==> config.mk <==
export PLATFORM = sky130hd
export DESIGN_NAME = aes_block_loader_flat
export DESIGN_NICKNAME = d
export VERILOG_FILES = /design/src/aes_ctrl_pkg.sv /design/src/aes_pkg.sv /design/src/aes_block_if.sv /design/src/aes_block_loader.sv /design/src/flat_wrapper.sv
export SDC_FILE = /design/constraint.sdc
export NUM_CORES = 1
export LEC_CHECK = 0
export BUFFER_PORTS_ARGS = -buffer_cell sky130_fd_sc_hd__buf_2
export CAP_MARGIN = 25
export CORE_AREA = 2 2 131 133
export DETAILED_ROUTE_END_ITERATION = 10
export DIE_AREA = 0 0 133 135
export PLACE_DENSITY = 0.84
export SLEW_MARGIN = 20
export SYNTH_ARGS = -nofsm -noshare
export SYNTH_HDL_FRONTEND = slang
export SYNTH_SLANG_ARGS = --single-unit
==> constraint.sdc <==
create_clock -name clk -period 0.8 [get_ports clk]
set_input_delay 0 -clock clk [delete_from_list [all_inputs] [get_ports clk]]
set_output_delay 0 -clock clk [all_outputs]
set_load 0.01 [all_outputs]
==> src/aes_ctrl_pkg.sv <==
package aes_ctrl_pkg;

    // Host write decode
    typedef enum logic [1:0]
    {
        op_none,                             // No write this cycle
        op_plain,                            // Plaintext word
        op_key                               // Key word
    } wr_op_e;

    // Round engine sequencing
    typedef enum logic [1:0]
    {
        st_idle,                             // Waiting for req
        st_prep,                             // Form state and key, pulse rd_comp
        st_wait                              // AddRoundKey in flight
    } eng_state_e;

endpackage

==> src/aes_pkg.sv <==
package aes_pkg;

    localparam int NR = 10;                  // Rounds for a 128-bit key

    typedef logic [15:0][7:0] block_t;       // Byte 0 in bits 7:0, column-major state
    typedef logic [3:0][7:0]  word_t;        // One 32-bit column or key word

    // Multiply by x modulo the AES polynomial
    function automatic logic [7:0] xtime(input logic [7:0] a);
        return {a[6:0], 1'b0} ^ (a[7] ? 8'h1b : 8'h00);
    endfunction

    function automatic logic [7:0] gf_mul(input logic [7:0] a, input logic [7:0] b);
        logic [7:0] acc;
        logic [7:0] sh;
        acc = '0;
        sh  = a;
        for (int i = 0; i < 8; i++)
        begin
            if (b[i])
                acc ^= sh;                   // Add shifted partial product
            sh = xtime(sh);
        end
        return acc;
    endfunction

    // Inverse as a^254, zero maps to zero
    function automatic logic [7:0] gf_inv(input logic [7:0] a);
        logic [7:0] sq;
        logic [7:0] acc;
        sq  = a;
        acc = 8'h01;
        for (int i = 1; i < 8; i++)
        begin
            sq  = gf_mul(sq, sq);            // a^(2^i)
            acc = gf_mul(acc, sq);
        end
        return acc;
    endfunction

    function automatic logic [7:0] sbox(input logic [7:0] a);
        logic [7:0] x;
        x = gf_inv(a);
        return x ^ {x[6:0], x[7]} ^ {x[5:0], x[7:6]}     // Affine map
                 ^ {x[4:0], x[7:5]} ^ {x[3:0], x[7:4]} ^ 8'h63;
    endfunction

    // Round constant for rounds 1 to NR
    function automatic logic [7:0] rcon(input logic [3:0] rnd);
        logic [7:0] c;
        c = 8'h01;
        for (int i = 1; i < NR; i++)
        begin
            if (i < rnd)
                c = xtime(c);                // Doubling per round
        end
        return c;
    endfunction

endpackage

==> src/aes_block_if.sv <==
`timescale 1ns/10ps

// Loader to engine link
interface aes_block_if;

    aes_pkg::block_t block;                  // Assembled plaintext
    aes_pkg::block_t key;                    // Cipher key
    logic            req;                    // One-cycle start request
    logic            busy;                   // Engine has a block in flight

    modport loader
    (
        output block,
        output key,
        output req,
        input  busy
    );

    modport engine
    (
        input  block,
        input  key,
        input  req,
        output busy
    );

endinterface

==> src/aes_block_loader.sv <==
`timescale 1ns/10ps

module aes_block_loader #(
    parameter int WORD_W = 32                // 32, 64 or 128
) (
    input  logic              clk,
    input  logic              resetn,
    input  logic              wr,
    input  logic [2:0]        wr_addr,
    input  logic [WORD_W-1:0] wr_data,
    input  logic              start,
    aes_block_if.loader       bus
);

    localparam int WPB = 128 / WORD_W;       // Words per block

    aes_ctrl_pkg::wr_op_e op;
    logic [1:0]           idx;               // Word slot within block
    logic [127:0]         plain_q;
    logic [127:0]         key_q;

    always_comb
    begin
        idx = wr_addr[1:0];
        if (!wr)
            op = aes_ctrl_pkg::op_none;
        else if (wr_addr[2])
            op = aes_ctrl_pkg::op_key;       // Addresses 4 to 7
        else
            op = aes_ctrl_pkg::op_plain;     // Addresses 0 to 3
    end

    // Word 0 lands in the low bits
    always_ff @(posedge clk)
    begin
        if (idx < WPB)                       // Slots past the block are dropped
        begin
            case (op)
                aes_ctrl_pkg::op_plain: plain_q[idx*WORD_W +: WORD_W] <= wr_data;
                aes_ctrl_pkg::op_key:   key_q[idx*WORD_W +: WORD_W]   <= wr_data;
                default:                ;
            endcase
        end
    end

    // Start only passes while the engine is free
    always_ff @(posedge clk or negedge resetn)
    begin
        if (!resetn)
            bus.req <= 1'b0;
        else
            bus.req <= start && !bus.busy;
    end

    assign bus.block = plain_q;
    assign bus.key   = key_q;

endmodule

==> src/flat_wrapper.sv <==
// flat-port wrapper written by rule: the top's interface ports become plain ports
module aes_block_loader_flat 
#(
    parameter int WORD_W = 32                                
)
  (clk, resetn, wr, wr_addr, wr_data, start, bus_block, bus_key, bus_req, bus_busy);
  aes_block_if bus_i ();
  input  logic clk;
  input  logic resetn;
  input  logic wr;
  input  logic [2:0] wr_addr;
  input  logic [WORD_W-1:0] wr_data;
  input  logic start;
  output wire logic [$bits(bus_i.block)-1:0] bus_block;
  output wire logic [$bits(bus_i.key)-1:0] bus_key;
  output wire logic [$bits(bus_i.req)-1:0] bus_req;
  input wire logic [$bits(bus_i.busy)-1:0] bus_busy;
  assign bus_block = bus_i.block;
  assign bus_key = bus_i.key;
  assign bus_req = bus_i.req;
  assign bus_i.busy = bus_busy;
  aes_block_loader #(.WORD_W(WORD_W)) u_core (.clk(clk), .resetn(resetn), .wr(wr), .wr_addr(wr_addr), .wr_data(wr_data), .start(start), .bus(bus_i));
endmodule
# Yosys cells after proc, flatten, opt, wreduce, memory -nomap -nowiden
# Cells that the tools add are included.
[op_classes]
reduce_logical = 2
add_sub_neg = 1
n_shift = 2
eq_ne = 2
muxes = 4
[op_table]
columns = ["op", "n"]
rows = [
  ["bitwise mux 128 bit", 2],
  ["variable shift 32 x 34 -> 128 bit, first input constant", 1],
  ["indexed part select 32 x 34 -> 128 bit", 1],
  ["negation 7 -> 34 bit", 1],
  ["2-to-1 mux 2 bit", 2],
  ["equality test 2 x 1 -> 1 bit, second input constant", 1],
  ["equality test 2 bit, second input constant", 1],
  ["logical AND 1 bit", 1],
  ["zero test 1 bit", 1],
]
[totals]
ff_bits = 257
output_inout_bits = 257
in_bits = 40
elab_cells = 14

# Longest topological paths before layout
# Gate-level depths: netlist of run 1.
[depth]
word_depth = 3
mapped_depth = 5
mapped_depth_nobuf = 4

# Least setup slack after synthesis of run 1
# No wires, ideal clock.
[synth_timing]
path_type = "input-to-reg"
from = "input wr_addr[1]"
to = "register u_core.plain_q[32], in the netlist u_core.bus.block[32] (enable)"
path_buffers = 0
required_time_ns = 0.378
setup_slack_ns = -1.256
stages = 4
t_arrival_ns = 1.634
setup_time_ns = 0.422
path_cell_list = "inv_1 ha_1 nand2_1 nor2_1"
[synth_lines]
columns = ["element", "line_no", "source"]
rows = [
  ["from (decl)", "flat_wrapper.sv:11", "input logic [2:0] wr_addr;"],
  ["to (signal, indexed assignment)", "aes_block_loader.sv:39", "aes_ctrl_pkg::op_plain: plain_q[idx*WORD_W +: WORD_W] <= wr_data;"],
  ["to (decl)", "aes_block_loader.sv:19", "logic [127:0] plain_q;"],
]

# Worst setup path after layout of run 1
[layout_timing]
from = "register u_core.key_q[5], in the netlist u_core.bus.key[5]"
to = "output bus_key[5]"
[layout_lines]
columns = ["element", "line_no", "source"]
rows = [
  ["from (decl)", "aes_block_loader.sv:20", "logic [127:0] key_q;"],
  ["from (signal, indexed assignment)", "aes_block_loader.sv:40", "aes_ctrl_pkg::op_key: key_q[idx*WORD_W +: WORD_W] <= wr_data;"],
  ["to (decl)", "flat_wrapper.sv:15", "output wire logic [$bits(bus_i.key)-1:0] bus_key;"],
]
# No word-level cell between the ends.

==> impl_metrics.ini, run 1 <==
[sta]
setup_viol = 257
fin_ws_ps = -263
post-route-period-util_pct = 133
slew-limit-headroom_pct = 76.8
fin_setup_tns_ps = -54590
rsz0062_at_grt = true
hold_viol = 0
timing.hold.ws_ps = 102
worst_pin_slew_ps = 347
finalMaxSlewViolations = 0
fin_crit_ps = 1060
fmax_ghz = 0.940

[clocking]
htree_num_levels = 1
clkSinkCount = 257
clk_path_buf_depth = 3
cts_made_buffers = 24
cts_setup_buffers = 0
root_buffer = clkbuf_16
cts_tree = done
clkSlewWorstSetupHoldPaths_ps = 60

[cells_and_area]
fin_nets = 851
drive_above_1_share_pct = 55.5
diodes = 0
syn_to_final_growth_pct = 42.4
fill_cells = 911

[global_route]
track_usage_pct = 24.1
grt_pass1_vias = 5576
grt_antenna_before_repair = 0
grt_pass1_wl_um = 32400
grt_max_degree = 22
grt_overflow = 0

[floorplanning]
die_y_um = 135
die_area_um2 = 18000
die_x_um = 133
initial_utilization_pct = 53.8
row_count = 47
core_area_um2 = 16400
ioPinCount = 297

[hold_path]
hold_path_class = in2reg
min_from = wr
hold_depth = 4
worstHoldEndpoint = u_core.bus.block[44]

[critical_path]
crit_path_start_kind = flop
cp_cell_sequence = buf_6
end_kind = primary output
crit_arrival_ps = 1060
crit_fanout = 1
critPathSlowestCell = edfxtp_1
critPathRequiredTime_ps = 800
cp_top_family = flip-flops
critPathBufInv = 1
worstSetupPathType = reg2out
critPathMaxStageDelay_ps = 420

[drt]
via_count = 5217
ant_nets = 0
met1_length_um = 8350
dr_wl_met2_um = 11800
dr.pass1.iters = 4
wl_met3_um = 1540
viasPerCell = 5.00
top_layer = met4
wl_per_cell_um = 21.2
drc = 0
drt_wl_total_um = 22200
initialDrtViolationCount = 321

[logic_synthesis]
avgSynthCellArea_um2 = 20.9
ys_seq_area_share_pct = 87.4
synth_top_cell_by_area = edfxtp_1
syn-num-nets = 467
yosys_warnings = 0
synth-main-ff-cell = edfxtp_1
async_reset_ff_share_pct = 0.389
ys_seq_elements = 257
synth_area_leaders = edfxtp_1 87%, and2_1 7.8%, and2_2 0.94%
synth_top_area_share_pct = 87.1
ys_types = 20
syn-cell-area_um2 = 8820
ys_top_cells_by_count = 256 x edfxtp_1, 110 x and2_1, 13 x and3_1, 11 x and2_2, 6 x clkbuf_2
synth-edff-count = 256
synth_cells = 422
yosysMostFrequentCell = edfxtp_1

[status]
status = finished with violations
violations = negative setup slack

[pwr]
cellPowerDensity_nw_per_um2 = 2260
ir_worst_vdd_v = 0.00186
leakage_nw = 4.18

[placement]
numPortBuffers = 296
dp_slack_ps = -595
gp_routability_congestion = 0.834
dp.final_hpwl_um = 15200

[flow_run]
cap_violations = 0
-- tightest hold or removal path, stage by stage --
cell and delay, ps:
buf_2 140, nand2_2 80, nor2_4 50, buf_12 150
-- routing by layer --
layer | GRT usage (%) | vias up
met5 | 0 | -
met4 | 6.69 | 0
met3 | 5.26 | 38
met2 | 44.8 | 247
met1 | 28.5 | 2584
li1 | - | 2348
-- worst max-delay path by stage --
| stage | start | endpoint | slack (ps) | depth (start not counted) |
|---|---|---|---|---|
| 3_5_place_dp | wr_addr[0] | u_core.bus.key[15] | -590 | 6 |
| 6_report | u_core.bus.key[5] | bus_key[5] | -260 | 1 |
| 2_1_floorplan | wr_addr[1] | u_core.bus.block[32] | -320 | 4 |
| 5_1_grt | u_core.bus.key[5] | bus_key[5] | -300 | 1 |
| 4_1_cts | u_core.bus.key[5] | bus_key[5] | -290 | 1 |
| 3_3_place_gp | wr_addr[0] | u_core.bus.block[7] | -570 | 6 |
-- cell type report --
class                   count  area, um2  area share (%)
flip-flops and latches    257       7710            61.4
repair buffers            368       2440            19.4
multi-input cells         153       1310            10.4
clock buffers              29        641            5.10
well taps                 220        275            2.19
clock inverters            15        145            1.16
inverters                   2       40.0           0.319
-- where the power goes --
group	internal, mW	switching, mW	leakage (nW)
Combinational	0.855	1.00	1.89
Clock	6.66	4.59	0.386
Sequential	15.2	0.111	1.91
Total	22.7	5.70	4.18
-- placed cells by master, fill, tap and decap left out, drive strengths merged --
| cell type | netlist | layout |
|---|---|---|
| nor2 | 2 | 2 |
| nand2 | 1 | 1 |
| buf | 2 | 332 |
| and2 | 121 | 121 |
| and3b | 1 | 1 |
| edfxtp | 256 | 256 |
| nor2b | 3 | 3 |
| dfrtp | 1 | 1 |
| and3 | 14 | 14 |
| nor3b | 1 | 1 |
| nor4b | 2 | 2 |
| and4bb | 2 | 2 |
| clkbuf | 8 | 29 |
| inv | 2 | 2 |
| ha | 5 | 5 |
| dlygate4sd3 | 0 | 36 |
| clkinv | 0 | 12 |
| and2b | 1 | 1 |
| bufinv | 0 | 3 |
-- registers in the layout, summed over array words and instances, names as in the netlist --
| signal | cells |
|---|---|
| u_core.bus.block | 128 |
| u_core.bus.key | 128 |
| u_core.bus.req | 1 |
-- kinds of logic after synthesis --
| kind of cell | count (synthesis) | share of synthesized area, % |
|---|---|---|
| fa+ha+maj | 5 | 0.709 |
| buf+inv | 12 | 0.766 |
| flops | 257 | 87.4 |
| simple gates | 148 | 11.1 |
-- stage by stage --
stage / utilization [%] / power, mW / instances / cell area, um2
final: 76.5 / 28.4 / 1044 / 12600
after global routing: 76.5 / 29.1 / 1044 / 12600
after CTS: 76.3 / 28.5 / 1044 / 12500
after detailed placement: 69.2 / 17.3 / 964 / 11400
after global placement: 69.2 / 17.2 / 964 / 11400
after floorplan: - / 16.3 / 422 / 9160
-- repair_timing --
action	in CTS	in global routing
cloned	0	0
hold endpoints to repair	258	0
hold buffers	36	0
pin swaps	1	1
setup endpoints to repair	412	303
gates resized for setup	5	9
(Power assumes the default switching activity.)
==> run 2, diff against run 1 <==
--- a/config.mk
+++ b/config.mk
@@ -7,10 +7,10 @@
 export LEC_CHECK = 0
 export BUFFER_PORTS_ARGS = -buffer_cell sky130_fd_sc_hd__buf_2
 export CAP_MARGIN = 25
-export CORE_AREA = 2 2 131 133
+export CORE_AREA = 2 2 94 186
 export DETAILED_ROUTE_END_ITERATION = 10
-export DIE_AREA = 0 0 133 135
-export PLACE_DENSITY = 0.84
+export DIE_AREA = 0 0 96 188
+export PLACE_DENSITY = 0.83
 export SLEW_MARGIN = 20
 export SYNTH_ARGS = -nofsm -noshare
 export SYNTH_HDL_FRONTEND = slang
==> impl_metrics.ini, run 2 (synthesized netlist as in run 1, its figures left out) <==
[status]
status = finished with violations
violations = negative setup slack

[critical_path]
critPathLaunch = u_core.bus.block[122]
critPathRequiredTime_ps = 800
critPathSlowestCell = edfxtp_1
end_kind = primary output
crit_fanout = 1
critPathBufInv = 1
worstSetupPathType = reg2out
crit_path_start_kind = flop
cp_cell_sequence = buf_2
critPathMaxStageDelay_ps = 440
cp_top_family = flip-flops
crit_arrival_ps = 1110

[sta]
setup_viol = 297
slew-limit-headroom_pct = 69.9
fmax_ghz = 0.901
finalMaxSlewViolations = 0
worst_pin_slew_ps = 451
fin_ws_ps = -310
hold_viol = 0
post-route-period-util_pct = 139
rsz0062_at_grt = true
fin_crit_ps = 1110

[cells_and_area]
drive_above_1_share_pct = 60.5
mostFrequentLayoutCell = buf_2
final_cell_count_no_fill = 1030
fin_nets = 854
diodes = 0
syn_to_final_growth_pct = 44.1
final_util_pct = 76.2
layout_common_cells = 285 x buf_2, 256 x edfxtp_1, 103 x and2_4

[drt]
wl_per_cell_um = 23.6
drc = 0
initialDrtViolationCount = 308
drt_wl_total_um = 24400
via_count = 5337
ant_nets = 0
viasPerCell = 5.18
dr.pass1.iters = 4

[clocking]
cts_made_buffers = 20
htree_num_levels = 1
root_buffer = clkbuf_16
cts_tree = done
clkSinkCount = 257
clk_path_buf_depth = 3
clkSlewWorstSetupHoldPaths_ps = 70

[floorplanning]
initial_utilization_pct = 52.9
die_x_um = 96
die_area_um2 = 18000
die_y_um = 188
core_area_um2 = 16700
row_count = 67
ioPinCount = 297

[pwr]
cellPowerDensity_nw_per_um2 = 2110
ir_worst_vdd_v = 0.00204
leakage_nw = 4.25

[hold_path]
min_from = wr_addr[2]
hold_depth = 3
hold_path_class = in2reg
worstHoldEndpoint = u_core.bus.block[53]

[placement]
numPortBuffers = 296
gp_routability_congestion = 0.840
dp_cells = 950
dp.final_hpwl_um = 17000

[global_route]
grt_pass1_vias = 5701
grt_antenna_before_repair = 0
track_usage_pct = 26.6
grt_pass1_wl_um = 34300
grt_overflow = 0
grt_max_degree = 24

[flow_run]
cap_violations = 0
[run 2: per-layer routing]
metal,vias up,part of all wire [%],global-route usage (%)
li1,2341,-,-
met1,2668,33,28.4
met2,273,58,50.1
met3,55,5.0,3.54
met4,0,3.9,11.4
met5,-,0,0
[run 2: worst max path at each step]
stage                           end  depth (start not counted)
6_report             bus_block[122]                          1
5_1_grt              bus_block[122]                          1
4_1_cts              bus_block[112]                          1
3_5_place_dp     u_core.bus.key[80]                          6
3_3_place_gp     u_core.bus.key[72]                          6
2_1_floorplan  u_core.bus.block[32]                          4
[run 2: through the flow]
stage                     power (mW)  area [um2]  hold slack [ps]  TNS [ps]  setup WS [ps]
final                           26.9       12700             76.9    -55910           -310
after global routing            27.6       12700             84.2    -65830           -316
after CTS                       26.7       12400             72.6    -58550           -295
after detailed placement        17.3       11400             -219   -273070           -733
after global placement          17.2       11400             -225   -251880           -664
after floorplan                 16.3        9160             -296    -88090           -322
[run 2: area by class of cell]
cell class,count,area [um2]
Tap cell,207,259
Timing Repair Buffer,375,2660
Sequential cell,257,7710
Inverter,2,40.0
Multi-Input combinational cell,153,1420
Clock inverter,9,52.6
Clock buffer,27,568
Fill cell,943,3970
[run 2: repair_timing]
| item | 4_1_cts | 5_1_grt |
|---|---|---|
| hold buffers | 36 | 0 |
| buffers inserted | 2 | 2 |
| cloned | 1 | 3 |
| resized for setup | 15 | 64 |
| hold endpoints to repair | 258 | 0 |
| setup endpoints to repair | 527 | 350 |
| pin swaps | 2 | 30 |
[run 2: report_power, final]
group / total, mW / switching (mW) / leakage [nW] / internal (mW)
logic: 2.16 / 1.11 / 2.05 / 1.05
registers: 15.3 / 0.123 / 1.91 / 15.2
clock network: 9.44 / 4.41 / 0.293 / 5.03
